**config.mk**
```make
export PLATFORM = sky130hd
export DESIGN_NAME = obi_support_top
export DESIGN_NICKNAME = d
export VERILOG_FILES = /design/src/rtl/obi_pkg.sv /design/src/rtl/trap_pkg.sv /design/src/rtl/obi_phase_tracker.sv /design/src/rtl/obi_support_top.sv /design/src/rtl/req_attr_fifo.sv /design/src/rtl/resp_attr_tagger.sv /design/src/rtl/trap_req_monitor.sv
export SDC_FILE = /design/constraint.sdc
export NUM_CORES = 1
export LEC_CHECK = 0
export BUFFER_PORTS_ARGS = -buffer_cell sky130_fd_sc_hd__buf_2
export CAP_MARGIN = 20
export CORE_UTILIZATION = 30
export CTS_CLUSTER_DIAMETER = 200
export DETAILED_ROUTE_END_ITERATION = 8
export PLACE_DENSITY = 0.55
export SLEW_MARGIN = 10
export SYNTH_ARGS = -nofsm -noshare
export SYNTH_HDL_FRONTEND = slang
export SYNTH_SLANG_ARGS = --single-unit
```
**constraint.sdc**
```tcl
create_clock -name clk_i -period 2.5 [get_ports clk_i]
set_clock_uncertainty 0.2 [all_clocks]
set_input_delay 0 -clock clk_i [delete_from_list [all_inputs] [get_ports clk_i]]
set_output_delay 0 -clock clk_i [all_outputs]
set_load 0.05 [all_outputs]
```
**src/rtl/obi_pkg.sv**
```systemverilog
// ------------------------------------------------------------
// OBI bus package
// request attribute word, outstanding count and the bit
// positions of each attribute recorded at the handshake
// ------------------------------------------------------------
`default_nettype none

package obi_pkg;

  // ------------------------------------------------------------
  // attribute word
  // ------------------------------------------------------------

  // one bit per recorded request attribute
  typedef logic [2:0] obi_attr_t;

  // request is a store (we high at the handshake)
  localparam int unsigned ATTR_STORE     = 0;
  // request carries integrity
  localparam int unsigned ATTR_INTEGRITY = 1;
  // grant parity error seen during the address phase
  localparam int unsigned ATTR_GNT_ERR   = 2;

  // ------------------------------------------------------------
  // outstanding count
  // ------------------------------------------------------------

  // wide enough for buffer depths up to 15
  typedef logic [3:0] obi_cnt_t;

endpackage : obi_pkg

`default_nettype wire

```
**src/rtl/trap_pkg.sv**
```systemverilog
// ------------------------------------------------------------
// Core control package
// pc mux code type, the trap codes and the trap monitor states
// ------------------------------------------------------------
`default_nettype none

package trap_pkg;

  // program counter source select
  typedef logic [2:0] pc_mux_t;

  // sources that count as a trap
  localparam pc_mux_t PC_TRAP_EXC = 3'd4;
  localparam pc_mux_t PC_TRAP_DBE = 3'd5;

  // trap monitor FSM
  typedef enum logic {
    TRAP_IDLE,
    TRAP_ACTIVE
  } trap_state_e;

endpackage : trap_pkg

`default_nettype wire

```
**src/rtl/obi_phase_tracker.sv**
```systemverilog
// ------------------------------------------------------------
// OBI phase tracker
// flags continued address and response phases, tracks the
// grant parity error and forms the attribute word per request
// ------------------------------------------------------------
`default_nettype none

module obi_phase_tracker (
  input  logic               clk_i,
  input  logic               rst_ni,
  input  logic               req_i,
  input  logic               gnt_i,
  input  logic               gntpar_i,
  input  logic               rready_i,
  input  logic               rvalid_i,
  input  logic               we_i,
  input  logic               integrity_i,
  output logic               addr_ph_cont_o,
  output logic               resp_ph_cont_o,
  output logic               push_o,
  output obi_pkg::obi_attr_t push_attr_o
);

  import obi_pkg::*;

  logic gnt_err;
  logic gnt_err_q;

  // parity of gnt must differ from gnt, an earlier miss in the
  // same address phase is held in gnt_err_q
  assign gnt_err = req_i && ((gntpar_i == gnt_i) || gnt_err_q);

  // address handshake
  assign push_o = req_i && gnt_i;

  always_comb begin
    push_attr_o                 = '0;
    push_attr_o[ATTR_STORE]     = we_i;
    push_attr_o[ATTR_INTEGRITY] = integrity_i;
    push_attr_o[ATTR_GNT_ERR]   = gnt_err;
  end

  // ------------------------------------------------------------
  // continued phase flags and error carry
  // ------------------------------------------------------------
  always_ff @(posedge clk_i or negedge rst_ni) begin
    if (!rst_ni) begin
      addr_ph_cont_o <= 1'b0;
      resp_ph_cont_o <= 1'b0;
      gnt_err_q      <= 1'b0;
    end else begin
      addr_ph_cont_o <= req_i && !gnt_i;
      resp_ph_cont_o <= rvalid_i && !rready_i;
      // keep the error only while the address phase is stalled
      if (req_i && !gnt_i) begin
        gnt_err_q <= gnt_err;
      end else begin
        gnt_err_q <= 1'b0;
      end
    end
  end

endmodule : obi_phase_tracker

`default_nettype wire

```
**src/rtl/obi_support_top.sv**
```systemverilog
// ------------------------------------------------------------
// OBI checker support top
// passive monitor of one data bus, phase flags, per-request
// attributes at the response, protocol and trap checks
// ------------------------------------------------------------
`default_nettype none

module obi_support_top #(
  parameter int unsigned FifoDepth = 4
) (
  input  logic              clk_i,
  input  logic              rst_ni,
  // OBI bus
  input  logic              req_i,
  input  logic              gnt_i,
  input  logic              gntpar_i,
  input  logic              rready_i,
  input  logic              rvalid_i,
  input  logic              we_i,
  input  logic              integrity_i,
  // core control
  input  logic              pc_set_i,
  input  trap_pkg::pc_mux_t pc_mux_i,
  input  logic              retire_i,
  // checker outputs
  output logic              addr_ph_cont_o,
  output logic              resp_ph_cont_o,
  output logic              store_in_resp_o,
  output logic              integrity_in_resp_o,
  output logic              gnt_err_in_resp_o,
  output logic              orphan_resp_o,
  output obi_pkg::obi_cnt_t outstanding_o,
  output logic              overflow_o,
  output logic              req_after_trap_o
);

  import obi_pkg::*;

  logic      push;
  obi_attr_t push_attr;
  logic      pop;
  obi_attr_t head_attr;

  // ------------------------------------------------------------
  // attribute path
  // ------------------------------------------------------------
  obi_phase_tracker phase_tracker_i (
    .clk_i          (clk_i),
    .rst_ni         (rst_ni),
    .req_i          (req_i),
    .gnt_i          (gnt_i),
    .gntpar_i       (gntpar_i),
    .rready_i       (rready_i),
    .rvalid_i       (rvalid_i),
    .we_i           (we_i),
    .integrity_i    (integrity_i),
    .addr_ph_cont_o (addr_ph_cont_o),
    .resp_ph_cont_o (resp_ph_cont_o),
    .push_o         (push),
    .push_attr_o    (push_attr)
  );

  req_attr_fifo #(
    .FifoDepth (FifoDepth)
  ) attr_fifo_i (
    .clk_i       (clk_i),
    .rst_ni      (rst_ni),
    .push_i      (push),
    .push_attr_i (push_attr),
    .pop_i       (pop),
    .head_attr_o (head_attr),
    .count_o     (outstanding_o),
    .overflow_o  (overflow_o)
  );

  resp_attr_tagger attr_tagger_i (
    .rvalid_i            (rvalid_i),
    .rready_i            (rready_i),
    .head_attr_i         (head_attr),
    .count_i             (outstanding_o),
    .pop_o               (pop),
    .store_in_resp_o     (store_in_resp_o),
    .integrity_in_resp_o (integrity_in_resp_o),
    .gnt_err_in_resp_o   (gnt_err_in_resp_o),
    .orphan_resp_o       (orphan_resp_o)
  );

  // trap check uses the address handshake
  trap_req_monitor trap_monitor_i (
    .clk_i            (clk_i),
    .rst_ni           (rst_ni),
    .pc_set_i         (pc_set_i),
    .pc_mux_i         (pc_mux_i),
    .retire_i         (retire_i),
    .handshake_i      (push),
    .req_after_trap_o (req_after_trap_o)
  );

endmodule : obi_support_top

`default_nettype wire

```
**src/rtl/req_attr_fifo.sv**
```systemverilog
// ------------------------------------------------------------
// Request attribute buffer
// in-order store of request attributes with outstanding count
// and a sticky overflow flag
// ------------------------------------------------------------
`default_nettype none

module req_attr_fifo #(
  parameter int unsigned FifoDepth = 4
) (
  input  logic               clk_i,
  input  logic               rst_ni,
  input  logic               push_i,
  input  obi_pkg::obi_attr_t push_attr_i,
  input  logic               pop_i,
  output obi_pkg::obi_attr_t head_attr_o,
  output obi_pkg::obi_cnt_t  count_o,
  output logic               overflow_o
);

  import obi_pkg::*;

  localparam int unsigned PtrW = $clog2(FifoDepth);

  obi_attr_t        mem_q [FifoDepth];
  logic [PtrW-1:0]  wr_ptr_q;
  logic [PtrW-1:0]  rd_ptr_q;
  obi_cnt_t         count_q;
  logic             full;
  logic             push_ok;

  // circular increment over FifoDepth entries
  function automatic logic [PtrW-1:0] next_ptr(input logic [PtrW-1:0] ptr);
    if (ptr == PtrW'(FifoDepth - 1)) begin
      return '0;
    end
    return ptr + 1'b1;
  endfunction

  assign full        = (count_q == obi_cnt_t'(FifoDepth));
  assign push_ok     = push_i && !full;
  assign head_attr_o = mem_q[rd_ptr_q];
  assign count_o     = count_q;

  // storage
  always_ff @(posedge clk_i) begin
    if (push_ok) begin
      mem_q[wr_ptr_q] <= push_attr_i;
    end
  end

  // ------------------------------------------------------------
  // pointers, count and overflow
  // ------------------------------------------------------------
  always_ff @(posedge clk_i or negedge rst_ni) begin
    if (!rst_ni) begin
      wr_ptr_q   <= '0;
      rd_ptr_q   <= '0;
      count_q    <= '0;
      overflow_o <= 1'b0;
    end else begin
      if (push_ok) begin
        wr_ptr_q <= next_ptr(wr_ptr_q);
      end
      // pop is only issued with a nonzero count
      if (pop_i) begin
        rd_ptr_q <= next_ptr(rd_ptr_q);
      end
      case ({push_ok, pop_i})
        2'b10:   count_q <= count_q + 1'b1;
        2'b01:   count_q <= count_q - 1'b1;
        default: count_q <= count_q;
      endcase
      // a push into a full buffer is lost
      if (push_i && full) begin
        overflow_o <= 1'b1;
      end
    end
  end

endmodule : req_attr_fifo

`default_nettype wire

```
**src/rtl/resp_attr_tagger.sv**
```systemverilog
// ------------------------------------------------------------
// Response attribute tagger
// pops the buffer on a response, presents the recorded bits
// and flags responses with nothing outstanding
// ------------------------------------------------------------
`default_nettype none

module resp_attr_tagger (
  input  logic               rvalid_i,
  input  logic               rready_i,
  input  obi_pkg::obi_attr_t head_attr_i,
  input  obi_pkg::obi_cnt_t  count_i,
  output logic               pop_o,
  output logic               store_in_resp_o,
  output logic               integrity_in_resp_o,
  output logic               gnt_err_in_resp_o,
  output logic               orphan_resp_o
);

  import obi_pkg::*;

  logic resp;
  logic has_entry;

  assign resp      = rvalid_i && rready_i;
  assign has_entry = (count_i != '0);

  assign pop_o         = resp && has_entry;
  assign orphan_resp_o = resp && !has_entry;

  // attributes of the oldest request, low on an orphan response
  assign store_in_resp_o     = pop_o && head_attr_i[ATTR_STORE];
  assign integrity_in_resp_o = pop_o && head_attr_i[ATTR_INTEGRITY];
  assign gnt_err_in_resp_o   = pop_o && head_attr_i[ATTR_GNT_ERR];

endmodule : resp_attr_tagger

`default_nettype wire

```
**src/rtl/trap_req_monitor.sv**
```systemverilog
// ------------------------------------------------------------
// Trap request monitor
// raises a level when a data request is accepted after a trap
// and before the next retirement
// ------------------------------------------------------------
`default_nettype none

module trap_req_monitor (
  input  logic              clk_i,
  input  logic              rst_ni,
  input  logic              pc_set_i,
  input  trap_pkg::pc_mux_t pc_mux_i,
  input  logic              retire_i,
  input  logic              handshake_i,
  output logic              req_after_trap_o
);

  import trap_pkg::*;

  trap_state_e state_q;
  trap_state_e state_d;
  logic        trap;

  assign trap = pc_set_i && (pc_mux_i == PC_TRAP_EXC || pc_mux_i == PC_TRAP_DBE);

  // a trap takes priority over a retire in the same cycle
  always_comb begin
    state_d = state_q;
    if (trap) begin
      state_d = TRAP_ACTIVE;
    end else if (retire_i) begin
      state_d = TRAP_IDLE;
    end
  end

  always_ff @(posedge clk_i or negedge rst_ni) begin
    if (!rst_ni) begin
      state_q          <= TRAP_IDLE;
      req_after_trap_o <= 1'b0;
    end else begin
      state_q <= state_d;
      if (trap) begin
        // handshake in the trap cycle itself counts
        if (handshake_i) begin
          req_after_trap_o <= 1'b1;
        end
      end else if (retire_i) begin
        req_after_trap_o <= 1'b0;
      end else if (state_q == TRAP_ACTIVE && handshake_i) begin
        req_after_trap_o <= 1'b1;
      end
    end
  end

endmodule : trap_req_monitor

`default_nettype wire

```
==> reports/metrics.cfg <==
[sta]
max_freq_mhz=414
setup_violations=0
fin_crit_sh_pct=96.6
final.setup.worst_slack_ps=85.3
rsz0062_at_grt=yes
slew_headroom_pct=59.0
fin_crit_ps=2410
hold_violations=0
drv_slew=0
tightest_slew_ps=613

[worst_hold_path]
whs_path_depth=4
min-delay-start=rvalid_i
min_to=attr_fifo_i.rd_ptr_q[0]
min_path_type=primary input to flip-flop

[floorplan]
initial_utilization_pct=32.6
die-area_um2=4390
fp.dieH_um=66.2
fp.dieW_um=66.2
core_area_um2=3800
rows=22
io_pins=26

[worst_setup_path]
crit_path_end_kind=flip-flop
rr_worst_depth=10
cp.required_ps=2460
path_class=flip-flop to flip-flop
r2r_end=attr_fifo_i.count_o[2]
cp_max_fo=5
cp.arrival_ps=2370
reg2reg_slack_ps=90
r2r-start=attr_fifo_i.count_o[2]
worst_setup_path_start_kind=flip-flop

[grt]
grt_use_total_pct=12.1
grt_pass1_wl_mm=3.99
antenna_found_initial=0
grt_start_max_net_pins=15
first_global_vias=923
grt_overflow=0

[placement]
place_inst=168
portBuffers=24
gp_congestion=0.716
pre_cts_slack_ps=106
dp_hpwl_mm=1.64

[logic_synthesis]
yosysWarnings=0
ys_types=27
syn_nets=114
netlist_area_um2=1240
ys_seq_area_share_pct=57.4
ys_ff_latch=26
synth_fa_ha_area_share_pct=8.09
synth_top_family_by_area=simple AND/OR/NAND/NOR gates
synth_compound_area_share_pct=6.98
synth_cells=92
synthMuxAreaShare_pct=7.28
synth-xor-area-share_pct=4.25
avgSynthCellArea_um2=13.5
synth-simple-area-share_pct=13.2

[detailed_routing]
drc_errors=0
drtPass1Iterations=4
drt_iter0_markers=6
ant_nets=0
routed_wl_mm=2.25
vias=845
drt-vias-per-instance=4.49
post_drt_wl_per_cell_um=12.0

[finish]
drive_above_1_share_pct=35.7
finalNonFillerCells=188
diodes=0
area_growth_pct=36.0
fin_nets=163

[pwr]
clockPowerShare_pct=14.7
p_leak_nw=0.723
powerDensity_nw_per_um2=967
ir_worst_vdd_v=0.000415
switching_power_w=0.000649
p_int_w=0.000979
switching_share_pct=39.8
combPwrFrac_pct=46.3
pwr-share-seq_pct=39.1

[clock_network]
path_clk_slew_ps=90
cts.htree.levels=1
numCtsBuffers=3
clock_path_buffers=2
cts-root-buf=clkbuf_8
clkSinkCount=26
clkLatencyLatePin_ps=270
cts_tree=done

[run]
cap_violations=0

[outcome]
status=finished clean

==> power by group through the flow <==
| stage | logic [W] | registers [W] | clock network (W) |
|---|---|---|---|
| detailed placement | 0.000701 | 0.000651 | 0 |
| CTS | 0.000720 | 0.000641 | 0.000245 |
| floorplan | 0.000357 | 0.000812 | 0 |
| global route | 0.000820 | 0.000652 | 0.000264 |
| finish | 0.000753 | 0.000636 | 0.000239 |
| global placement | 0.000677 | 0.000645 | 0 |
==> critical path, cell delays in order (launching register included) <==
cell and delay (ps):
dfrtp_2 410, or4_4 550, nand3_4 90, inv_4 50, ha_4 180, xor2_2 180, ha_2 180, a21oi_2 110
xor2_1 150, nor2_1 70, xor2_1 140
==> worst max-delay path by stage <==
stage               slack (ps)                endpoint              startpoint
floorplan                    1  attr_fifo_i.count_o[2]  attr_fifo_i.count_o[2]
finish                      90  attr_fifo_i.count_o[2]  attr_fifo_i.count_o[2]
CTS                         80  attr_fifo_i.count_o[3]  attr_fifo_i.count_o[3]
global placement           120  attr_fifo_i.count_o[3]  attr_fifo_i.count_o[3]
detailed placement         110  attr_fifo_i.count_o[3]  attr_fifo_i.count_o[3]
global route               -30  attr_fifo_i.count_o[2]  attr_fifo_i.count_o[2]
==> layer usage <==
layer | part of all wire (%) | vias up | routed length [um] | global-route usage (%)
met5 | 0 | - | 0 | 0
met4 | 1.5 | 0 | 34 | 4.79
met3 | 3.6 | 5 | 80 | 2.24
met2 | 50 | 19 | 1120 | 20.9
met1 | 45 | 400 | 1010 | 14.9
li1 | - | 421 | - | -
==> registers in the layout (all words and copies together), names as in the netlist <==
signal and count:
trap_monitor_i.state_q 1, attr_fifo_i.overflow_o 1, attr_fifo_i.mem_q 12, attr_fifo_i.rd_ptr_q 2, phase_tracker_i.resp_ph_cont_o 1, trap_monitor_i.req_after_trap_o 1
phase_tracker_i.gnt_err_q 1, attr_fifo_i.wr_ptr_q 2, attr_fifo_i.count_o 4, phase_tracker_i.addr_ph_cont_o 1
==> cell families (layout without fill, tap and decap cells) <==
group / Yosys count / count (layout)
simple gates: 26 / 26
xor+xnor: 6 / 6
fa+ha+maj: 8 / 8
buf+inv: 7 / 55
compound gates: 14 / 14
mux: 5 / 5
flops: 26 / 26
==> final cells by class <==
class	instances	area [um^2]
inverters	6	25.0
clock inverters	1	3.75
repair buffers	45	313
flip-flops and latches	26	716
clock buffers	3	41.3
multi-input cells	59	524
well taps	48	60.1
fillers	368	2120
==> repair_timing <==
| action | in CTS | in global routing |
|---|---|---|
| endpoints found under the hold margin | 28 | 0 |
| hold buffers | 14 | 0 |
| endpoints found under the setup margin | 0 | 2 |
| gates resized for setup | 0 | 3 |
| buffers inserted | 0 | 2 |
==> per-stage QoR <==
stage | area [um^2] | util, % | setup TNS (ps) | hold slack [ps] | power [W]
global placement | 1470 | 38.6 | 0 | -281 | 0.00132
finish | 1680 | 44.3 | 0 | 14.4 | 0.00163
detailed placement | 1470 | 38.6 | 0 | -288 | 0.00135
global route | 1680 | 44.3 | -28.5 | 39.7 | 0.00174
CTS | 1650 | 43.5 | 0 | 6.19 | 0.00161
floorplan | 1260 | - | 0 | -496 | 0.00117
==> cell usage in the layout (no fill, tap or decap), types with 2 or more instances in the layout <==
cell	netlist	layout
buf_2	0	24
dlygate4sd3_1	0	14
edfxtp_1	12	12
dfrtp_1	14	10
buf_4	0	7
ha_1	8	6
inv_1	6	5
a21oi_1	6	5
nor2b_1	5	5
nand2_1	4	4
and2_1	4	4
nor2_1	4	4
xor2_1	5	4
dfrtp_2	0	4
mux4_2	3	3
o21ai_0	3	3
clkbuf_8	0	3
a21boi_0	2	2
nand3b_1	2	2
==> cells in the mapped netlist, drive strengths merged <==
cell | n | area [um^2]
a211o | 1 | 8.76
a21boi | 2 | 15.0
a21o | 1 | 7.51
a21oi | 6 | 30.0
a41o | 1 | 10.0
and2 | 4 | 25.0
buf | 1 | 11.3
dfrtp | 14 | 350
edfxtp | 12 | 360
ha | 8 | 100
inv | 6 | 22.5
mux2 | 2 | 22.5
mux4 | 3 | 67.6
nand2 | 4 | 15.0
nand2b | 1 | 6.26
nand3 | 1 | 17.5
nand3b | 2 | 15.0
nor2 | 4 | 15.0
nor2b | 5 | 31.3
nor3 | 2 | 10.0
nor3b | 1 | 7.51
nor4bb | 1 | 10.0
o21ai | 3 | 15.0
or4 | 1 | 11.3
xnor2 | 1 | 8.76
xor2 | 5 | 43.8
Note: power is estimated with default switching activity, not from simulation.
